$ cat src/common/msp430_per_pkg.sv
package msp430_per_pkg;

  // ----------------------------------------
  // Bus widths
  // ----------------------------------------
  localparam int PER_AW = 14;                    // Word address
  localparam int PER_DW = 16;                    // Data bus
  localparam int AXI_AW = 16;                    // AXI byte address
  localparam int IRQ_NR = 14;                    // Maskable vectors

  // Vector map
  localparam int IRQ_VEC_PORT1 = 2;
  localparam int IRQ_VEC_PORT2 = 3;
  localparam int IRQ_VEC_TA0   = 9;

  // ----------------------------------------
  // Address map, byte addresses
  // ----------------------------------------
  localparam int unsigned P1_BASE      = 'h0020;
  localparam int unsigned P2_BASE      = 'h0028;
  localparam int unsigned GPIO_IN_OFS  = 0;      // Read only
  localparam int unsigned GPIO_OUT_OFS = 1;
  localparam int unsigned GPIO_DIR_OFS = 2;
  localparam int unsigned GPIO_IFG_OFS = 3;
  localparam int unsigned GPIO_IES_OFS = 4;
  localparam int unsigned GPIO_IE_OFS  = 5;
  localparam int unsigned GPIO_SEL_OFS = 6;

  localparam int unsigned TACTL_ADDR   = 'h0160;
  localparam int unsigned TACCTL0_ADDR = 'h0162;
  localparam int unsigned TAR_ADDR     = 'h0170;
  localparam int unsigned TACCR0_ADDR  = 'h0172;

  localparam int unsigned TEMP16_BASE = 'h0190;
  localparam int          TEMP16_NR   = 4;       // Word registers

  // Timer field positions
  localparam int TACTL_MC_BIT     = 4;           // Up mode
  localparam int TACTL_CLR_BIT    = 2;           // Self clearing
  localparam int TACTL_ID_LSB     = 6;           // Divider, 2 bits
  localparam int TACCTL_CCIE_BIT  = 4;
  localparam int TACCTL_CCIFG_BIT = 0;

  // ----------------------------------------
  // Bus and pin types
  // ----------------------------------------
  typedef struct packed {
    logic [PER_AW-1:0] addr;                     // Word address
    logic              en;                       // Cycle valid
    logic [1:0]        we;                       // Byte strobes, zero is read
    logic [PER_DW-1:0] din;                      // Write data
  } per_req_t;

  typedef struct packed {
    logic [7:0] dout;
    logic [7:0] dout_en;
    logic [7:0] sel;
  } gpio_pins_t;

  // Decode helpers shared by all peripherals
  function automatic logic per_hit(per_req_t req, int unsigned byte_addr);
    return req.en && (req.addr == byte_addr[PER_AW:1]);
  endfunction

  function automatic logic per_wr_byte(per_req_t req, int unsigned byte_addr);
    return per_hit(req, byte_addr) && req.we[byte_addr[0]];   // Lane from addr bit 0
  endfunction

  function automatic logic [7:0] per_din_byte(per_req_t req, int unsigned byte_addr);
    return req.din[8*byte_addr[0] +: 8];
  endfunction

  function automatic logic [PER_DW-1:0] per_rd_byte(per_req_t req, int unsigned byte_addr,
                                                   logic [7:0] val);
    if (per_hit(req, byte_addr) && (req.we == 2'b00))
      return PER_DW'(val) << (8*byte_addr[0]);                // Into own lane
    return '0;
  endfunction

  function automatic logic [PER_DW-1:0] per_rd_word(per_req_t req, int unsigned byte_addr,
                                                   logic [PER_DW-1:0] val);
    if (per_hit(req, byte_addr) && (req.we == 2'b00))
      return val;
    return '0;
  endfunction

endpackage

$ cat src/hdl/per_axil_bridge.sv
`timescale 1ns/100ps

module per_axil_bridge import msp430_per_pkg::*; (
  input  logic                mclk,
  input  logic                arst_n,
  // Write address and data
  input  logic [AXI_AW-1:0]   awaddr,
  input  logic                awvalid,
  output logic                awready,
  input  logic [PER_DW-1:0]   wdata,
  input  logic [PER_DW/8-1:0] wstrb,
  input  logic                wvalid,
  output logic                wready,
  // Write response
  output logic [1:0]          bresp,
  output logic                bvalid,
  input  logic                bready,
  // Read
  input  logic [AXI_AW-1:0]   araddr,
  input  logic                arvalid,
  output logic                arready,
  output logic [PER_DW-1:0]   rdata,
  output logic [1:0]          rresp,
  output logic                rvalid,
  input  logic                rready,
  // Peripheral bus
  output per_req_t            per_req,
  input  logic [PER_DW-1:0]   dout_p1,
  input  logic [PER_DW-1:0]   dout_p2,
  input  logic [PER_DW-1:0]   dout_ta,
  input  logic [PER_DW-1:0]   dout_temp
);

  typedef enum logic [1:0] {ST_IDLE, ST_BUS, ST_RESP} state_t;

  state_t            state;
  logic              ready_q;                    // Low in reset and while busy
  logic              is_rd;                      // Current transfer is a read
  logic              rd_go;
  logic              wr_go;
  logic [PER_DW-1:0] dout_or;

  assign dout_or = dout_p1 | dout_p2 | dout_ta | dout_temp;   // Unselected return zero

  assign rd_go   = ready_q && arvalid;
  assign wr_go   = ready_q && awvalid && wvalid && !arvalid;  // Read wins
  assign arready = ready_q;
  assign awready = wr_go;                        // AW and W taken together
  assign wready  = wr_go;
  assign bresp   = 2'b00;                        // OKAY
  assign rresp   = 2'b00;

  // ----------------------------------------
  // Transfer FSM
  // ----------------------------------------
  always_ff @(posedge mclk or negedge arst_n) begin
    if (!arst_n) begin
      state   <= ST_IDLE;
      ready_q <= 1'b0;
      is_rd   <= 1'b0;
      per_req <= '0;
      bvalid  <= 1'b0;
      rvalid  <= 1'b0;
    end else begin
      case (state)
        ST_IDLE: begin
          ready_q <= 1'b1;
          if (rd_go) begin
            per_req <= '{addr: araddr[PER_AW:1], en: 1'b1, we: 2'b00, din: '0};
            is_rd   <= 1'b1;
            ready_q <= 1'b0;
            state   <= ST_BUS;
          end else if (wr_go) begin
            per_req <= '{addr: awaddr[PER_AW:1], en: 1'b1, we: wstrb, din: wdata};
            is_rd   <= 1'b0;
            ready_q <= 1'b0;
            state   <= ST_BUS;
          end
        end
        ST_BUS: begin                            // Single request cycle
          per_req.en <= 1'b0;
          per_req.we <= 2'b00;
          state      <= ST_RESP;
        end
        ST_RESP: begin
          if (!bvalid && !rvalid) begin          // Raise one cycle after the bus cycle
            bvalid <= !is_rd;
            rvalid <= is_rd;
          end else if ((bvalid && bready) || (rvalid && rready)) begin
            bvalid  <= 1'b0;
            rvalid  <= 1'b0;
            ready_q <= 1'b1;
            state   <= ST_IDLE;
          end
        end
        default: state <= ST_IDLE;
      endcase
    end
  end

  // Read data sampled during the bus cycle and held through back-pressure
  always_ff @(posedge mclk or negedge arst_n) begin
    if (!arst_n)
      rdata <= '0;
    else if (state == ST_BUS && is_rd)
      rdata <= dout_or;
  end

endmodule

$ cat src/gpio/gpio_port.sv
`timescale 1ns/100ps

module gpio_port import msp430_per_pkg::*; #(
  parameter int unsigned BASE_ADDR = P1_BASE     // Byte address of PxIN
) (
  input  logic              mclk,
  input  logic              arst_n,
  input  per_req_t          per_req,
  output logic [PER_DW-1:0] per_dout,
  input  logic [7:0]        din,                 // Asynchronous pins
  output gpio_pins_t        pins,
  output logic              irq
);

  logic [7:0] pout;
  logic [7:0] pdir;
  logic [7:0] pifg;
  logic [7:0] pies;                              // 1 selects falling edge
  logic [7:0] pie;
  logic [7:0] psel;
  logic [7:0] din_s1;
  logic [7:0] din_s2;                            // Synchronized, read as PxIN
  logic [7:0] din_d;
  logic [7:0] rise;
  logic [7:0] fall;
  logic [7:0] edge_set;

  // ----------------------------------------
  // Input sync and edge detect
  // ----------------------------------------
  assign rise     = din_s2 & ~din_d;
  assign fall     = ~din_s2 & din_d;
  assign edge_set = (rise & ~pies) | (fall & pies);

  // ----------------------------------------
  // Registers
  // ----------------------------------------
  always_ff @(posedge mclk or negedge arst_n) begin
    if (!arst_n) begin
      din_s1 <= '0;
      din_s2 <= '0;
      din_d  <= '0;
      pout   <= '0;
      pdir   <= '0;
      pifg   <= '0;
      pies   <= '0;
      pie    <= '0;
      psel   <= '0;
    end else begin
      din_s1 <= din;
      din_s2 <= din_s1;
      din_d  <= din_s2;
      if (per_wr_byte(per_req, BASE_ADDR + GPIO_OUT_OFS))
        pout <= per_din_byte(per_req, BASE_ADDR + GPIO_OUT_OFS);
      if (per_wr_byte(per_req, BASE_ADDR + GPIO_DIR_OFS))
        pdir <= per_din_byte(per_req, BASE_ADDR + GPIO_DIR_OFS);
      if (per_wr_byte(per_req, BASE_ADDR + GPIO_IES_OFS))
        pies <= per_din_byte(per_req, BASE_ADDR + GPIO_IES_OFS);
      if (per_wr_byte(per_req, BASE_ADDR + GPIO_IE_OFS))
        pie <= per_din_byte(per_req, BASE_ADDR + GPIO_IE_OFS);
      if (per_wr_byte(per_req, BASE_ADDR + GPIO_SEL_OFS))
        psel <= per_din_byte(per_req, BASE_ADDR + GPIO_SEL_OFS);
      // New edges win over a software clear in the same cycle
      if (per_wr_byte(per_req, BASE_ADDR + GPIO_IFG_OFS))
        pifg <= per_din_byte(per_req, BASE_ADDR + GPIO_IFG_OFS) | edge_set;
      else
        pifg <= pifg | edge_set;
    end
  end

  // ----------------------------------------
  // Read back, pins, interrupt
  // ----------------------------------------
  assign per_dout = per_rd_byte(per_req, BASE_ADDR + GPIO_IN_OFS,  din_s2) |
                    per_rd_byte(per_req, BASE_ADDR + GPIO_OUT_OFS, pout)   |
                    per_rd_byte(per_req, BASE_ADDR + GPIO_DIR_OFS, pdir)   |
                    per_rd_byte(per_req, BASE_ADDR + GPIO_IFG_OFS, pifg)   |
                    per_rd_byte(per_req, BASE_ADDR + GPIO_IES_OFS, pies)   |
                    per_rd_byte(per_req, BASE_ADDR + GPIO_IE_OFS,  pie)    |
                    per_rd_byte(per_req, BASE_ADDR + GPIO_SEL_OFS, psel);

  assign pins = '{dout: pout, dout_en: pdir, sel: psel};

  assign irq = |(pifg & pie);                    // Same cycle as flag

endmodule

$ cat src/timer_a/timer_a.sv
`timescale 1ns/100ps

module timer_a import msp430_per_pkg::*; (
  input  logic              mclk,
  input  logic              arst_n,
  input  per_req_t          per_req,
  output logic [PER_DW-1:0] per_dout,
  input  logic              irq_acc,             // CCR0 vector taken
  output logic              irq_ta0
);

  logic [1:0]        ta_id;                      // Input divider select
  logic              ta_mc;                      // Up mode
  logic              ccie;
  logic              ccifg;
  logic [PER_DW-1:0] taccr0;
  logic [PER_DW-1:0] tar;
  logic [2:0]        div_cnt;
  logic [2:0]        div_max;
  logic [7:0]        tactl_din;
  logic [7:0]        tacctl_din;
  logic              tactl_wr;
  logic              tacctl_wr;
  logic              tar_wr;
  logic              ta_clr;
  logic              tick;
  logic              wrap;
  logic [PER_DW-1:0] tactl_rd;
  logic [PER_DW-1:0] tacctl_rd;

  // Control fields sit in the low byte
  assign tactl_din  = per_din_byte(per_req, TACTL_ADDR);
  assign tacctl_din = per_din_byte(per_req, TACCTL0_ADDR);
  assign tactl_wr   = per_wr_byte(per_req, TACTL_ADDR);
  assign tacctl_wr  = per_wr_byte(per_req, TACCTL0_ADDR);
  assign tar_wr     = per_wr_byte(per_req, TAR_ADDR) | per_wr_byte(per_req, TAR_ADDR + 1);
  assign ta_clr     = tactl_wr && tactl_din[TACTL_CLR_BIT];

  // ----------------------------------------
  // Divider and wrap
  // ----------------------------------------
  assign div_max = 3'((4'd1 << ta_id) - 4'd1);   // 0, 1, 3 or 7
  assign tick    = ta_mc && ((div_cnt & div_max) == div_max);
  assign wrap    = tick && (tar == taccr0);

  always_ff @(posedge mclk or negedge arst_n) begin
    if (!arst_n) begin
      ta_id   <= '0;
      ta_mc   <= 1'b0;
      ccie    <= 1'b0;
      ccifg   <= 1'b0;
      taccr0  <= '0;
      tar     <= '0;
      div_cnt <= '0;
    end else begin
      if (tactl_wr) begin
        ta_id <= tactl_din[TACTL_ID_LSB +: 2];
        ta_mc <= tactl_din[TACTL_MC_BIT];
      end
      if (tacctl_wr)
        ccie <= tacctl_din[TACCTL_CCIE_BIT];
      if (wrap)                                  // Set has priority
        ccifg <= 1'b1;
      else if (irq_acc)
        ccifg <= 1'b0;
      else if (tacctl_wr)
        ccifg <= tacctl_din[TACCTL_CCIFG_BIT];
      for (int b = 0; b < 2; b++) begin
        if (per_wr_byte(per_req, TACCR0_ADDR + b))
          taccr0[8*b +: 8] <= per_din_byte(per_req, TACCR0_ADDR + b);
      end
      if (ta_clr)
        div_cnt <= '0;
      else if (ta_mc)
        div_cnt <= div_cnt + 3'd1;
      if (ta_clr) begin
        tar <= '0;
      end else if (tar_wr) begin
        for (int b = 0; b < 2; b++) begin
          if (per_wr_byte(per_req, TAR_ADDR + b))
            tar[8*b +: 8] <= per_din_byte(per_req, TAR_ADDR + b);
        end
      end else if (tick) begin
        tar <= wrap ? '0 : tar + 16'd1;          // Up to TACCR0 then 0
      end
    end
  end

  // ----------------------------------------
  // Read back
  // ----------------------------------------
  always_comb begin
    tactl_rd                           = '0;     // CLR always reads 0
    tactl_rd[TACTL_ID_LSB +: 2]        = ta_id;
    tactl_rd[TACTL_MC_BIT]             = ta_mc;
    tacctl_rd                          = '0;
    tacctl_rd[TACCTL_CCIE_BIT]         = ccie;
    tacctl_rd[TACCTL_CCIFG_BIT]        = ccifg;
  end

  assign per_dout = per_rd_word(per_req, TACTL_ADDR,   tactl_rd)  |
                    per_rd_word(per_req, TACCTL0_ADDR, tacctl_rd) |
                    per_rd_word(per_req, TAR_ADDR,     tar)       |
                    per_rd_word(per_req, TACCR0_ADDR,  taccr0);

  assign irq_ta0 = ccifg & ccie;

endmodule

$ cat src/hdl/template16.sv
`timescale 1ns/100ps

module template16 import msp430_per_pkg::*; (
  input  logic              mclk,
  input  logic              arst_n,
  input  per_req_t          per_req,
  output logic [PER_DW-1:0] per_dout
);

  logic [PER_DW-1:0] cntrl [TEMP16_NR];          // CNTRL1..4

  // Byte-wise writes, high byte at odd address
  always_ff @(posedge mclk or negedge arst_n) begin
    if (!arst_n) begin
      for (int i = 0; i < TEMP16_NR; i++)
        cntrl[i] <= '0;
    end else begin
      for (int i = 0; i < TEMP16_NR; i++) begin
        for (int b = 0; b < 2; b++) begin
          if (per_wr_byte(per_req, TEMP16_BASE + 2*i + b))
            cntrl[i][8*b +: 8] <= per_din_byte(per_req, TEMP16_BASE + 2*i + b);
        end
      end
    end
  end

  // Read mux, zero when not addressed
  always_comb begin
    per_dout = '0;
    for (int i = 0; i < TEMP16_NR; i++)
      per_dout = per_dout | per_rd_word(per_req, TEMP16_BASE + 2*i, cntrl[i]);
  end

endmodule

$ cat src/hdl/msp430_periph_top.sv
`timescale 1ns/100ps

module msp430_periph_top import msp430_per_pkg::*; (
  input  logic                mclk,
  input  logic                arst_n,
  // AXI4-Lite slave
  input  logic [AXI_AW-1:0]   awaddr,
  input  logic                awvalid,
  output logic                awready,
  input  logic [PER_DW-1:0]   wdata,
  input  logic [PER_DW/8-1:0] wstrb,
  input  logic                wvalid,
  output logic                wready,
  output logic [1:0]          bresp,
  output logic                bvalid,
  input  logic                bready,
  input  logic [AXI_AW-1:0]   araddr,
  input  logic                arvalid,
  output logic                arready,
  output logic [PER_DW-1:0]   rdata,
  output logic [1:0]          rresp,
  output logic                rvalid,
  input  logic                rready,
  // Ports
  input  logic [7:0]          p1_din,
  input  logic [7:0]          p2_din,
  output gpio_pins_t          p1_pins,
  output gpio_pins_t          p2_pins,
  // Interrupts
  input  logic [IRQ_NR-1:0]   irq,               // External requests
  input  logic [IRQ_NR-1:0]   irq_acc,           // One-hot acceptance
  output logic [IRQ_NR-1:0]   irq_out
);

  per_req_t          per_req;
  logic [PER_DW-1:0] dout_p1;
  logic [PER_DW-1:0] dout_p2;
  logic [PER_DW-1:0] dout_ta;
  logic [PER_DW-1:0] dout_temp;
  logic              irq_port1;
  logic              irq_port2;
  logic              irq_ta0;

  // AXI ports, per_req and read data all share names with the bridge
  per_axil_bridge per_axil_bridge_inst (.*);

  // ----------------------------------------
  // Peripherals
  // ----------------------------------------
  gpio_port #(.BASE_ADDR(P1_BASE)) port1_inst (
    .mclk     (mclk),
    .arst_n   (arst_n),
    .per_req  (per_req),
    .per_dout (dout_p1),
    .din      (p1_din),
    .pins     (p1_pins),
    .irq      (irq_port1)
  );

  gpio_port #(.BASE_ADDR(P2_BASE)) port2_inst (
    .mclk     (mclk),
    .arst_n   (arst_n),
    .per_req  (per_req),
    .per_dout (dout_p2),
    .din      (p2_din),
    .pins     (p2_pins),
    .irq      (irq_port2)
  );

  timer_a timer_a_inst (
    .mclk     (mclk),
    .arst_n   (arst_n),
    .per_req  (per_req),
    .per_dout (dout_ta),
    .irq_acc  (irq_acc[IRQ_VEC_TA0]),            // Clears CCIFG
    .irq_ta0  (irq_ta0)
  );

  template16 template16_inst (
    .mclk     (mclk),
    .arst_n   (arst_n),
    .per_req  (per_req),
    .per_dout (dout_temp)
  );

  // ----------------------------------------
  // Interrupt vector map
  // ----------------------------------------
  assign irq_out = irq                                     |
                   (IRQ_NR'(irq_port1) << IRQ_VEC_PORT1)   |  // Vector 2
                   (IRQ_NR'(irq_port2) << IRQ_VEC_PORT2)   |  // Vector 3
                   (IRQ_NR'(irq_ta0)   << IRQ_VEC_TA0);       // Vector 9

endmodule

$ cat config.mk
export PLATFORM = sky130hd
export DESIGN_NAME = msp430_periph_top
export DESIGN_NICKNAME = d
export VERILOG_FILES = /design/src/common/msp430_per_pkg.sv /design/src/hdl/per_axil_bridge.sv /design/src/gpio/gpio_port.sv /design/src/timer_a/timer_a.sv /design/src/hdl/template16.sv /design/src/hdl/msp430_periph_top.sv
export SDC_FILE = /design/constraint.sdc
export NUM_CORES = 1
export LEC_CHECK = 0
export BUFFER_PORTS_ARGS = -buffer_cell sky130_fd_sc_hd__buf_2
export CAP_MARGIN = 20
export CORE_ASPECT_RATIO = 0.5
export CORE_UTILIZATION = 40
export DETAILED_ROUTE_END_ITERATION = 7
export MAX_ROUTING_LAYER = met4
export PLACE_DENSITY = 0.58
export SYNTH_ARGS = -nofsm -noshare
export SYNTH_HDL_FRONTEND = slang
export SYNTH_HIERARCHICAL = 1
export SYNTH_SLANG_ARGS = --single-unit
$ cat constraint.sdc
create_clock -name mclk -period 3.7 [get_ports mclk]
set_input_delay 0 -clock mclk [delete_from_list [all_inputs] [get_ports mclk]]
set_output_delay 0 -clock mclk [all_outputs]
set_load 0.02 [all_outputs]
After elaboration in Yosys (flattened, before gate mapping) --
Index checks and enable logic that the tools add are counted. Widths: inputs -> output; s select.
Operators by class: $add $sub $neg 3, equality and inequality tests 25, shift-type cells 1, multiplexer cells 91, bitwise operators 49, reductions and logical operators 92
Operators with widths (count):
- $mux 16 | 48
- $or 16x16->16 | 21
- $eq 14x5->1 const B | 8
- $eq 14x8->1 const B | 8
- $and 8x8->8 | 10
- $logic_and 1x1->1 | 69
- $mux 33 | 2
- $not 8->8 | 6
- $or 8x8->8 | 6
- $mux 8 | 4
- $mux 1 | 28
- $add 16x1->16 const B | 1
- $eq 16x16->1 | 1
- $reduce_or 8->1 | 2
- $or 14x10->14 | 1
- $or 14x3->14 | 1
- $or 14x4->14 | 1
- $reduce_and 2->1 | 5
- $reduce_bool 2->1 | 5
- $mux 2 | 4
- $mux 3 | 2
- $ne 3x3->1 const B | 2
- $pmux 2 s3 | 1
- $pmux 3 s2 | 1
- 18 further kinds | 24
Storage, ports and cells: register bits 303, input port bits 101, output and inout bits 87, word-level logic and storage cells 306

Logic depth before layout (Yosys ltp) --
Gate-level depths: netlist (run 1).
depth in word-level cells 14, depth in mapped cells 9, depth with buffers taken out 8

Hierarchy --
The synthesis (run 1) kept the hierarchy.
By module, submodules not included:
- template16 | instances 1, cells each 188, area an instance 3355.7 um2, sequential area each 1601.5 um2
- gpio_port (port2_inst) | instances 1, cells each 253, area an instance 3275.6 um2, sequential area each 1801.7 um2
- gpio_port (port1_inst) | instances 1, cells each 242, area an instance 3171.8 um2, sequential area each 1801.7 um2
- timer_a | instances 1, cells each 282, area an instance 2701.3 um2, sequential area each 1001.0 um2
- per_axil_bridge | instances 1, cells each 222, area an instance 2539.9 um2, sequential area each 1376.3 um2
- msp430_periph_top | instances 1, cells each 14, area an instance 101.3 um2, sequential area each 0.0 um2

Worst setup path after synthesis (run 1) --
OpenSTA, ideal clock, no wires.
kind flip-flop to flip-flop, start register per_axil_bridge_inst/per_req[25] (netlist name), end register per_axil_bridge_inst.rdata[5], library setup time 0.083 ns, arrival time 2.226 ns, required time 3.617 ns, setup slack 1.391 ns, cell stages (with the launch flop) 9, path buffers 2, period minus slack after synthesis 2.309 ns, path through dfrtp_1 -> or4b_4 -> nor4_4 -> and4_1 -> clkbuf_2 -> buf_2 -> a22o_1 -> nor4_1 -> o21ai_0
Between the ends: elaborated cells between the ends (all ways) 107, classes of those cells eq/ne (16); mux (38); bitwise (21); reduce/logical (32)
RTL lines:
- $eq 14x8->1 | line msp430_per_pkg.sv:62 | return req.en && (req.addr == byte_addr[PER_AW:1]);
- $logic_and 1x1->1 | line msp430_per_pkg.sv:62
- $logic_and 1x1->1 | line msp430_per_pkg.sv:82 | if (per_hit(req, byte_addr) && (req.we == 2'b00))
- $mux 1 | line msp430_per_pkg.sv:82
- $mux 16 | line msp430_per_pkg.sv:84 | return '0;
- $or 16x16->16 | line timer_a.sv:101 | assign per_dout = per_rd_word(per_req, TACTL_ADDR, tactl_rd) |
- $or 16x16->16 | line timer_a.sv:102 | per_rd_word(per_req, TACCTL0_ADDR, tacctl_rd) |
- $or 16x16->16 (*) | line timer_a.sv:103 | per_rd_word(per_req, TAR_ADDR, tar) |
- via dout_ta[5] | line msp430_periph_top.sv:38 | logic [PER_DW-1:0] dout_ta;
- $or 16x16->16 (*) (2 in a row) | line per_axil_bridge.sv:43 | assign dout_or = dout_p1 | dout_p2 | dout_ta | dout_temp;
- end signal, assigned | line per_axil_bridge.sv:106 | rdata <= dout_or;
- end, declared | line per_axil_bridge.sv:22 | output logic [PER_DW-1:0] rdata,
The timed path passes the listed nets; every way through them passes the cells marked *. A chain may end at the register's enable or synchronous reset.

Worst setup path in the final report (run 1) --
start register per_axil_bridge_inst/per_req[25] (netlist name), end register per_axil_bridge_inst.rdata[0]
Between the ends: elaborated cells between the ends (all ways) 107, classes of those cells eq/ne (16); mux (38); bitwise (21); reduce/logical (32)
RTL lines (line):
- $eq 14x8->1 | msp430_per_pkg.sv:62
- $logic_and 1x1->1 | msp430_per_pkg.sv:62
- $logic_and 1x1->1 | msp430_per_pkg.sv:82
- $mux 1 | msp430_per_pkg.sv:82
- $mux 16 | msp430_per_pkg.sv:84
- $or 16x16->16 | timer_a.sv:101
- $or 16x16->16 | timer_a.sv:102
- $or 16x16->16 (*) | timer_a.sv:103
- via dout_ta[0] | msp430_periph_top.sv:38
- $or 16x16->16 (*) (2 in a row) | per_axil_bridge.sv:43
Marked as above.

==> results of run 1 <==
[sequential cells by signal, summed over array words and instances (netlist names), 16 cells and up]
register                      count
per_axil_bridge_inst/rdata       16
per_axil_bridge_inst/per_req     33
timer_a_inst/tar                 16
template16_inst/cntrl            64
timer_a_inst/taccr0              16
[logic make-up (layout without fill, tap and decap cells)]
group	count (synthesis)	after routing
AOI/OAI and AO/OA	175	175
xor gates and xnor gates	18	18
adders and majority gates	2	2
buffers and inverters	105	315
DFF	303	303
muxes	253	253
other	1	4
and+or+nand+nor	344	344
[how the worst max path moves through the flow]
stage                     cells after the start  slack [ns]                        startpoint                            end
final                                         7        0.83  per_axil_bridge_inst/per_req[25]  per_axil_bridge_inst/rdata[0]
after CTS                                     7        0.85  per_axil_bridge_inst/per_req[25]  per_axil_bridge_inst/rdata[0]
after global routing                          7        0.63  per_axil_bridge_inst/per_req[25]  per_axil_bridge_inst/rdata[0]
after detailed placement                      7        0.86  per_axil_bridge_inst/per_req[25]  per_axil_bridge_inst/rdata[0]
after floorplan                               8        1.39  per_axil_bridge_inst/per_req[25]  per_axil_bridge_inst/rdata[5]
after global placement                        7        0.92  per_axil_bridge_inst/per_req[25]  per_axil_bridge_inst/rdata[0]
[power groups by stage]
stage	clock network, mW	registers (mW)	logic, mW
after global routing	3.34	4.42	2.30
final	3.14	4.36	2.14
after global placement	0	4.40	2.00
after floorplan	0	4.02	1.56
after CTS	3.21	4.36	2.13
after detailed placement	0	4.41	2.04
[Yosys cell counts, drive strengths merged (3+ instances only)]
cell type,count
o21ai,53
a22o,12
nor4,31
or4bb,3
a21oi,40
a31oi,6
nand4b,4
a221oi,9
xor2,17
a211oi,9
buf,49
or4b,5
and4,5
nand3b,10
o21a,3
mux4,24
nand4,26
o22ai,4
nand2,66
nor4bb,3
nand3,28
or2,3
nor2,35
and2,5
or4,4
mux2,192
and3,18
nor2b,45
nor3b,19
dfrtp,303
nor3,15
inv,27
nor4b,8
mux2i,37
a22oi,22
clkbuf,29
[metal layers]
layer / wire [um] / vias to the layer above / share of wire
met3: 2540 / 61 / 0.061
met1: 19800 / 5421 / 0.47
met4: 767 / 0 / 0.018
met2: 18700 / 340 / 0.45
li1: - / 4814 / -
met5: 0 / - / 0
[per-stage QoR]
step / instance area, sq um / setup WS [ns]
CTS: 17900 / 0.853
detailed placement: 16200 / 0.859
global route: 17900 / 0.629
finish: 17900 / 0.827
global placement: 16200 / 0.917
floorplan: 15200 / 1.39
[final cells by class]
cell class                      instances  area (sq um)  area share
Sequential cell                       303          7590       0.423
Multi-Input combinational cell        796          7030       0.392
Timing Repair Buffer                  236          1630      0.0908
Clock buffer                           41           831      0.0463
Tap cell                              484           606      0.0338
Clock inverter                         11           163     0.00907
Inverter                               27           101     0.00565
[critical path: cells and delay by family (launching register included)]
kind	cells	cell delay, ns
compound gates	3	0.53
flops	1	0.44
simple gates	4	1.82
==> results.ini, run 1 <==
[job]
cap_violations=0

[floorplanning]
chipHeight_um=140
core_area_sq_um=36600
io_pins=188
start_util=0.414
die_w_um=277
rows=49
dieArea_sq_um=38700

[route]
drt_iter0_drc=870
drtPass1Iterations=5
viasPerCell=5.60
post_drt_wl_per_cell_um=22.0
final_antenna_net_count=0
vias=10636
drc=0
routed_wl_mm=41.8

[min_path]
hold_end=irq_out[11]
hp-start=irq[11]
hold_depth=0
min_path_type=in2out

[critical_path]
cp_slowest_stage_delay_ns=0.69
crit_chain=or4b_4 -> nor4_4 -> and4_1 -> a22oi_1 -> o21ai_0 -> nor4_1 -> o21ai_0
critPathRequiredTime_ns=4.18
path_max_fanout=16
start_kind=flop
reg2reg_depth=7
reg2reg_from=per_axil_bridge_inst/per_req[25]
path_class=reg2reg
critPathSlowestCell=and4_1
worstSetupEndpointType=flop
critPathArrivalTime_ns=3.35
crit_top_cell=o21ai_0
ff2ff_setup_slack_ns=0.83
r2r_end=per_axil_bridge_inst/rdata[0]

[clocking]
post_cts.repair.setup_buffers=0
clk-insertion-delay-late_ns=0.56
clk_root_buffer_cell=clkbuf_16
cts_made_buffers=29
postCtsHoldBufs=68
htree_levels=1
clk_pin_slew_ns=0.07
cts_buffer_depth=3
cts.sinks=303
cts_resized=0
cts_tree=done

[global_routing]
busiest_layer=met2
grt_use_met2=0.332
grt_max_degree=111
grt-ovfl-total=0
track_usage=0.223
grt_pass1_vias=10724
grt_pass1_wl_mm=64.8
globalRouteMet1Util=0.323
met3_usage=0.0356
antenna_found_initial=0

[synth]
ys_seq_elements=303
synth_adder_area_share=0.00165
synth_mux_area_frac=0.223
synth-xor-area-share=0.0104
ys.flop_type=dfrtp_1
synthDistinctLibCells=83
postSynthCellCount=1201
synth_warnings=6
syn_avg_cell_area_sq_um=12.6
synth_compound_area_frac=0.0752
synth_edf_count=0
synth_top_family_by_area=multiplexers
yosysSeqAreaShare=0.501
synth_top_cell_by_area=dfrtp_1
synth_area_sq_um=15100
synth_top_area_frac=0.501
synth-simple-area-share=0.152
synth_area_leaders=dfrtp_1 50%, mux2_4 8.1%, mux2_2 7.9%
async_flop_share=1.00

[power]
p_leak_nw=8.39
p_seq_frac=0.452
p_sw_frac=0.343
clkPwrFrac=0.326
p_int_mw=6.33
combPwrFrac=0.222
finalPower_mw=9.64
ir_worst_vdd_v=0.000381
power.density_nw_per_um2=537
switching_power_mw=3.30

[placement]
hpwl_mm=28.6
dp.cells=1777
gp_congestion=0.890
port_buffers=144

[cells_and_area]
final_common_cell=dfrtp_1
drive_above_1_share=0.330
fin_util=0.490
layout_common_cells=301 x dfrtp_1, 143 x buf_2, 106 x mux2_2
nets=1496
area_delta_synth_final_pct=18.5
finalNonFillerCells=1898
n_antenna_cell=0
n_fill_cell=3167

[timing]
period_minus_slack_ns=2.87
tns_ns=0
holdWs_ns=0.00000775
fmax_ghz=0.348
fin_skew_ns=0.0122
slew_headroom=0.303
rsz0062_at_grt=false
slew_violations=0
post-route-period-util=0.776
setup_viol=0
tightestPinTransition_ns=1.04
hold_violations=0

[outcome]
status=completed

(Power assumes the default switching activity.)
==> inputs of run 2 (changes only) <==
Settings changed: PLACE_DENSITY 0.58 to 0.6.
Clock period 3.7 ns to 2.3 ns, I/O delays scaled along.
==> results.ini, run 2 (synthesized netlist as in run 1, its figures left out) <==
[floorplanning]
die_w_um=277  ; unchanged
rows=49  ; unchanged
io_pins=188  ; unchanged
chipHeight_um=140  ; unchanged
core_area_sq_um=36600  ; unchanged
start_util=0.414  ; unchanged
dieArea_sq_um=38700  ; unchanged

[min_path]
hold_depth=0  ; unchanged
min_path_type=in2out
hp-start=irq[5]
hold_end=irq_out[5]

[cells_and_area]
largest_register_ffs=64  ; unchanged
final_common_cell=dfrtp_1
layout_common_cells=300 x dfrtp_1, 144 x buf_2, 106 x mux2_2
area_delta_synth_final_pct=26.5
largestRegisters=template16_inst/cntrl (64), per_axil_bridge_inst/per_req (33)
fin_util=0.524  ; +0.0334
multi_input_area_sq_um=7170  ; +2.1%
n_fill_cell=3080  ; -2.7%
n_antenna_cell=0  ; unchanged
drive_above_1_share=0.396  ; +0.0656
nets=1600  ; +7.0%
largest-register=template16_inst/cntrl
design_area_sq_um=19200  ; +6.8%
seqCellArea_sq_um=7590  ; about the same

[clocking]
cts_tree=done
cts_made_buffers=29  ; unchanged
htree_levels=1  ; unchanged
clk_pin_slew_ns=0.06  ; about the same
cts_buffer_depth=3  ; unchanged
clk-insertion-delay-late_ns=0.56  ; about the same
cts.sinks=303  ; unchanged
clk_root_buffer_cell=clkbuf_16

[timing]
post-route-period-util=1.02  ; +0.240
slew_headroom=0.471  ; +0.167
holdWs_ns=0.00000882  ; +0.00000108 ns
setup_viol=11  ; +11
period_minus_slack_ns=2.34  ; -0.534 ns
hold_violations=0  ; unchanged
worst_slack_ns=-0.0387  ; -0.866 ns
tightestPinTransition_ns=0.794  ; -0.243 ns
fin_skew_ns=0.0122  ; -0.0000404 ns
rsz0062_at_grt=true
slew_violations=0  ; unchanged
fmax_ghz=0.428  ; +23%

[route]
viasPerCell=5.46  ; -2.6%
drt_iter0_drc=818  ; -6.0%
post_drt_wl_per_cell_um=21.1  ; -3.9%
final_antenna_net_count=0  ; unchanged
drc=0  ; unchanged
routed_wl_mm=42.3  ; +1.4%
vias=10924  ; +2.7%
drtPass1Iterations=6  ; +1

[placement]
port_buffers=144  ; unchanged
gp_congestion=0.950  ; +6.7%
postPlaceCellArea_sq_um=17200  ; +6.0%
hpwl_mm=29.9  ; +4.7%

[global_routing]
grt-ovfl-total=0  ; unchanged
antenna_found_initial=0  ; unchanged
grt_max_degree=74  ; -33%
grt_pass1_vias=11193  ; +4.4%
track_usage=0.228  ; +0.00507
grt_pass1_wl_mm=66.5  ; +2.6%

[critical_path]
start_kind=flop
reg2reg_from=per_axil_bridge_inst/per_req[27]
critPathRequiredTime_ns=2.77  ; -1.41 ns
reg2reg_depth=7  ; unchanged
path_max_fanout=8  ; -8
worstSetupEndpointType=flop
r2r_end=timer_a_inst/tar[5]
path_class=reg2reg
ff2ff_setup_slack_ns=-0.04  ; -0.87 ns
critPathArrivalTime_ns=2.81  ; -0.54 ns
startpoint=per_axil_bridge_inst/per_req[27]

[power]
combPwrFrac=0.268  ; +0.046
p_leak_nw=9.05  ; +7.9%
p_int_mw=10.7  ; +69%
power.density_nw_per_um2=844  ; +57%
p_seq_frac=0.419  ; -0.033
ir_worst_vdd_v=0.000602  ; +58%
finalPower_mw=16.2  ; +68%
p_sw_frac=0.337  ; -0.00550
clkPwrFrac=0.313  ; -0.013
switching_power_mw=5.45  ; +65%

[outcome]
failed_checks=negative setup slack
status=finished with violations

[job]
cap_violations=0  ; unchanged

## run 2: how the worst max path moves through the flow
stage,endpoint,slack [ns],cells after the start
6_report,timer_a_inst/tar[5],-0.04,7
5_1_grt,per_axil_bridge_inst/rdata[6],-0.15,9
4_1_cts,timer_a_inst/tar[0],-0.02,8
3_5_place_dp,timer_a_inst/tar[13],-0.14,7
3_3_place_gp,timer_a_inst/tar[14],-0.06,7
2_1_floorplan,timer_a_inst/tar[2],0.005,7
## run 2: worst max-delay path: stages, from the launching register on
cell and delay, ns:
dfrtp_1 0.38, or4b_4 0.62, nor4b_4 0.34, and2_4 0.21
o21ai_4 0.07, nor3_4 0.35, a21oi_1 0.12, o22ai_1 0.17
## run 2: metal layers
layer  up-vias  track usage  routed length (um)
met3        52       0.0472                2390
met1      5595        0.320               19800
met5         -            -                   0
li1       5029            -                   -
met2       248        0.342               19300
met4         0       0.0480                 856
## run 2: layout make-up
cell class,instances,share of cell area
multi-input combinational,796,0.374
clock inverter,10,0.00686
inverter,27,0.00529
clock buffer,42,0.0456
tap,484,0.0316
timing repair buffer,340,0.140
sequential,303,0.396
## run 2: power by group through the flow
stage / combinational [mW] / sequential, mW / clock [mW]
after CTS: 4.24 / 6.77 / 5.17
after detailed placement: 4.06 / 6.87 / 0
after global placement: 3.99 / 6.82 / 0
after global routing: 4.68 / 6.85 / 5.38
final: 4.33 / 6.78 / 5.06
after floorplan: 2.52 / 6.47 / 0
## run 2: what timing repair did
action	in CTS	in global routing
setup endpoints to repair	36	74
gates resized for setup	16	29
buffers inserted	4	7
endpoints found under the hold margin	357	0
cloned	0	1
pin swaps	7	12
hold buffers	68	0
## run 2: metrics by stage
step                instances  worst slack [ns]  TNS (ns)
finish                   2002           -0.0387    -0.180
global route             2002            -0.149     -2.64
CTS                      1994           -0.0216   -0.0362
detailed placement       1872            -0.144     -1.45
global placement         1872           -0.0595    -0.200
floorplan                1204           0.00549         0
==> inputs of run 3 (changes only) <==
Settings changed: PLACE_DENSITY 0.6 to 0.58.
Clock period 2.3 ns to 2.5 ns, I/O delays scaled along.
==> results.ini, run 3 (synthesized netlist as in run 1, its figures left out) <==
[timing]
slew_violations=0  ; unchanged
setup_viol=0  ; -11
tightestPinTransition_ns=0.763  ; -0.0311 ns
post-route-period-util=0.957  ; -0.0597
hold_violations=0  ; unchanged
period_minus_slack_ns=2.39  ; +0.0541 ns
fin_skew_ns=0.0207  ; +0.00857 ns
fmax_ghz=0.418  ; -2.3%
tns_ns=0  ; +0.180 ns
slew_headroom=0.491  ; +0.0208

[critical_path]
crit_top_cell=a21oi_1
reg2reg_depth=7  ; unchanged
path_max_fanout=10  ; +2
critPathSlowestCell=or4_4
start_kind=flop
crit_chain=or4_4 -> nor4b_4 -> nand2_1 -> a21o_1 -> and3_1 -> a21oi_1 -> a21oi_1
ff2ff_setup_slack_ns=0.11  ; +0.15 ns
reg2reg_from=per_axil_bridge_inst/per_req[29]
worstSetupEndpointType=flop
critPathBufInv=0  ; unchanged
cp_top_family=simple AND/OR/NAND/NOR gates
critPathRequiredTime_ns=2.95  ; +0.18 ns
cp_slowest_stage_delay_ns=0.60  ; -0.02 ns
critPathArrivalTime_ns=2.84  ; +0.03 ns
path_class=reg2reg
r2r_end=timer_a_inst/tar[10]

[clocking]
cts_buffer_depth=3  ; unchanged
clk_pin_slew_ns=0.07  ; about the same
cts_tree=done
clk_root_buffer_cell=clkbuf_16
cts_made_buffers=30  ; +3.4%
clk-insertion-delay-late_ns=0.58  ; +0.02 ns
cts.sinks=303  ; unchanged
htree_levels=1  ; unchanged

[power]
ir_worst_vdd_v=0.000432  ; -28%
finalPower_mw=15.1  ; -6.7%
p_leak_nw=8.83  ; -2.5%
power.density_nw_per_um2=805  ; -4.6%

[placement]
hpwl_mm=30.0  ; +0.22%
postPlaceCellArea_sq_um=16800  ; -2.2%
gp_congestion=0.883  ; -7.0%
dp.cells=1837  ; -1.9%
port_buffers=144  ; unchanged

[min_path]
min_path_type=in2out
hold_depth=0  ; unchanged
hold_end=irq_out[11]
hp-start=irq[11]

[global_routing]
grt_pass1_wl_mm=67.1  ; +0.91%
track_usage=0.230  ; +0.00193
grt_pass1_vias=11169  ; -0.21%
grt-ovfl-total=0  ; unchanged
antenna_found_initial=0  ; unchanged
grt_max_degree=66  ; -11%

[cells_and_area]
area_delta_synth_final_pct=23.7
finalNonFillerCells=1967  ; -1.7%
drive_above_1_share=0.366  ; -0.0295
layout_common_cells=301 x dfrtp_1, 143 x buf_2, 106 x mux2_2
nets=1561  ; -2.4%
largest_register_ffs=64  ; unchanged
largestRegisters=template16_inst/cntrl (64), per_axil_bridge_inst/per_req (33)
design_area_sq_um=18700  ; -2.2%
largest-register=template16_inst/cntrl
final_common_cell=dfrtp_1

[floorplanning]
dieArea_sq_um=38700  ; unchanged
core_area_sq_um=36600  ; unchanged
rows=49  ; unchanged
die_w_um=277  ; unchanged
io_pins=188  ; unchanged
chipHeight_um=140  ; unchanged
start_util=0.414  ; unchanged

[route]
drtPass1Iterations=8  ; +2
post_drt_wl_per_cell_um=21.9  ; +3.4%
routed_wl_mm=43.0  ; +1.6%
drt_iter0_drc=800  ; -2.2%
viasPerCell=5.57  ; +2.0%
final_antenna_net_count=0  ; unchanged
vias=10950  ; +0.24%
drc=1  ; +1

[job]
cap_violations=0  ; unchanged

[outcome]
status=finished with violations
failed_checks=design-rule violations

-- run 3: worst register-to-register path, stage by stage (launching register included) --
cell and delay, ns:
dfrtp_1 0.43, or4_4 0.60, nor4b_4 0.27, nand2_1 0.15, a21o_1 0.36, and3_1 0.25, a21oi_1 0.12, a21oi_1 0.09
-- run 3: final cells by class --
cell class,count,area (sq um)
clock buffer,37,838
clock inverter,19,287
sequential,303,7590
fill,3134,17900
tap,484,606
timing repair buffer,300,2270
inverter,27,101
multi-input combinational,796,7050
antenna,1,2.50
-- run 3: how the worst max path moves through the flow --
stage	from	to	slack [ns]	cells after the start
2_1_floorplan	per_axil_bridge_inst/per_req[25]	per_axil_bridge_inst/rdata[5]	0.19	8
3_3_place_gp	per_axil_bridge_inst/per_req[25]	timer_a_inst/tar[4]	0.09	9
3_5_place_dp	per_axil_bridge_inst/per_req[25]	timer_a_inst/tar[4]	0.06	9
4_1_cts	per_axil_bridge_inst/per_req[25]	timer_a_inst/tar[4]	0.06	9
5_1_grt	per_axil_bridge_inst/per_req[22]	per_axil_bridge_inst/rdata[5]	-0.003	8
6_report	per_axil_bridge_inst/per_req[29]	timer_a_inst/tar[10]	0.11	7
-- run 3: timing repair --
item | CTS | global route
setup endpoints to repair | 0 | 39
hold buffers | 71 | 0
hold endpoints to repair | 357 | 0
buffers inserted | 0 | 2
resized for setup | 0 | 7
-- run 3: stage by stage --
step / setup slack [ns] / hold WS, ns / util
final: 0.107 / 0.00000560 / 0.512
after global routing: -0.00321 / 0.0000343 / 0.512
after CTS: 0.0646 / 0.000137 / 0.511
after detailed placement: 0.0606 / 0.000137 / 0.460
after global placement: 0.0929 / 0.000137 / 0.460
after floorplan: 0.191 / -0.296 / -
-- run 3: layer usage --
| layer | GRT usage | up-vias | wire length [um] |
|---|---|---|---|
| li1 | - | 4962 | - |
| met1 | 0.331 | 5641 | 20500 |
| met2 | 0.354 | 294 | 19900 |
| met3 | 0.0259 | 53 | 1940 |
| met4 | 0.0427 | 0 | 681 |
| met5 | - | - | 0 |
-- run 3: power by group --
group	total [mW]	switching [mW]	leakage [nW]	internal, mW
Clock	5.16	2.05	0.553	3.11
Combinational	3.66	2.01	4.31	1.65
Sequential	6.26	1.00	3.97	5.26
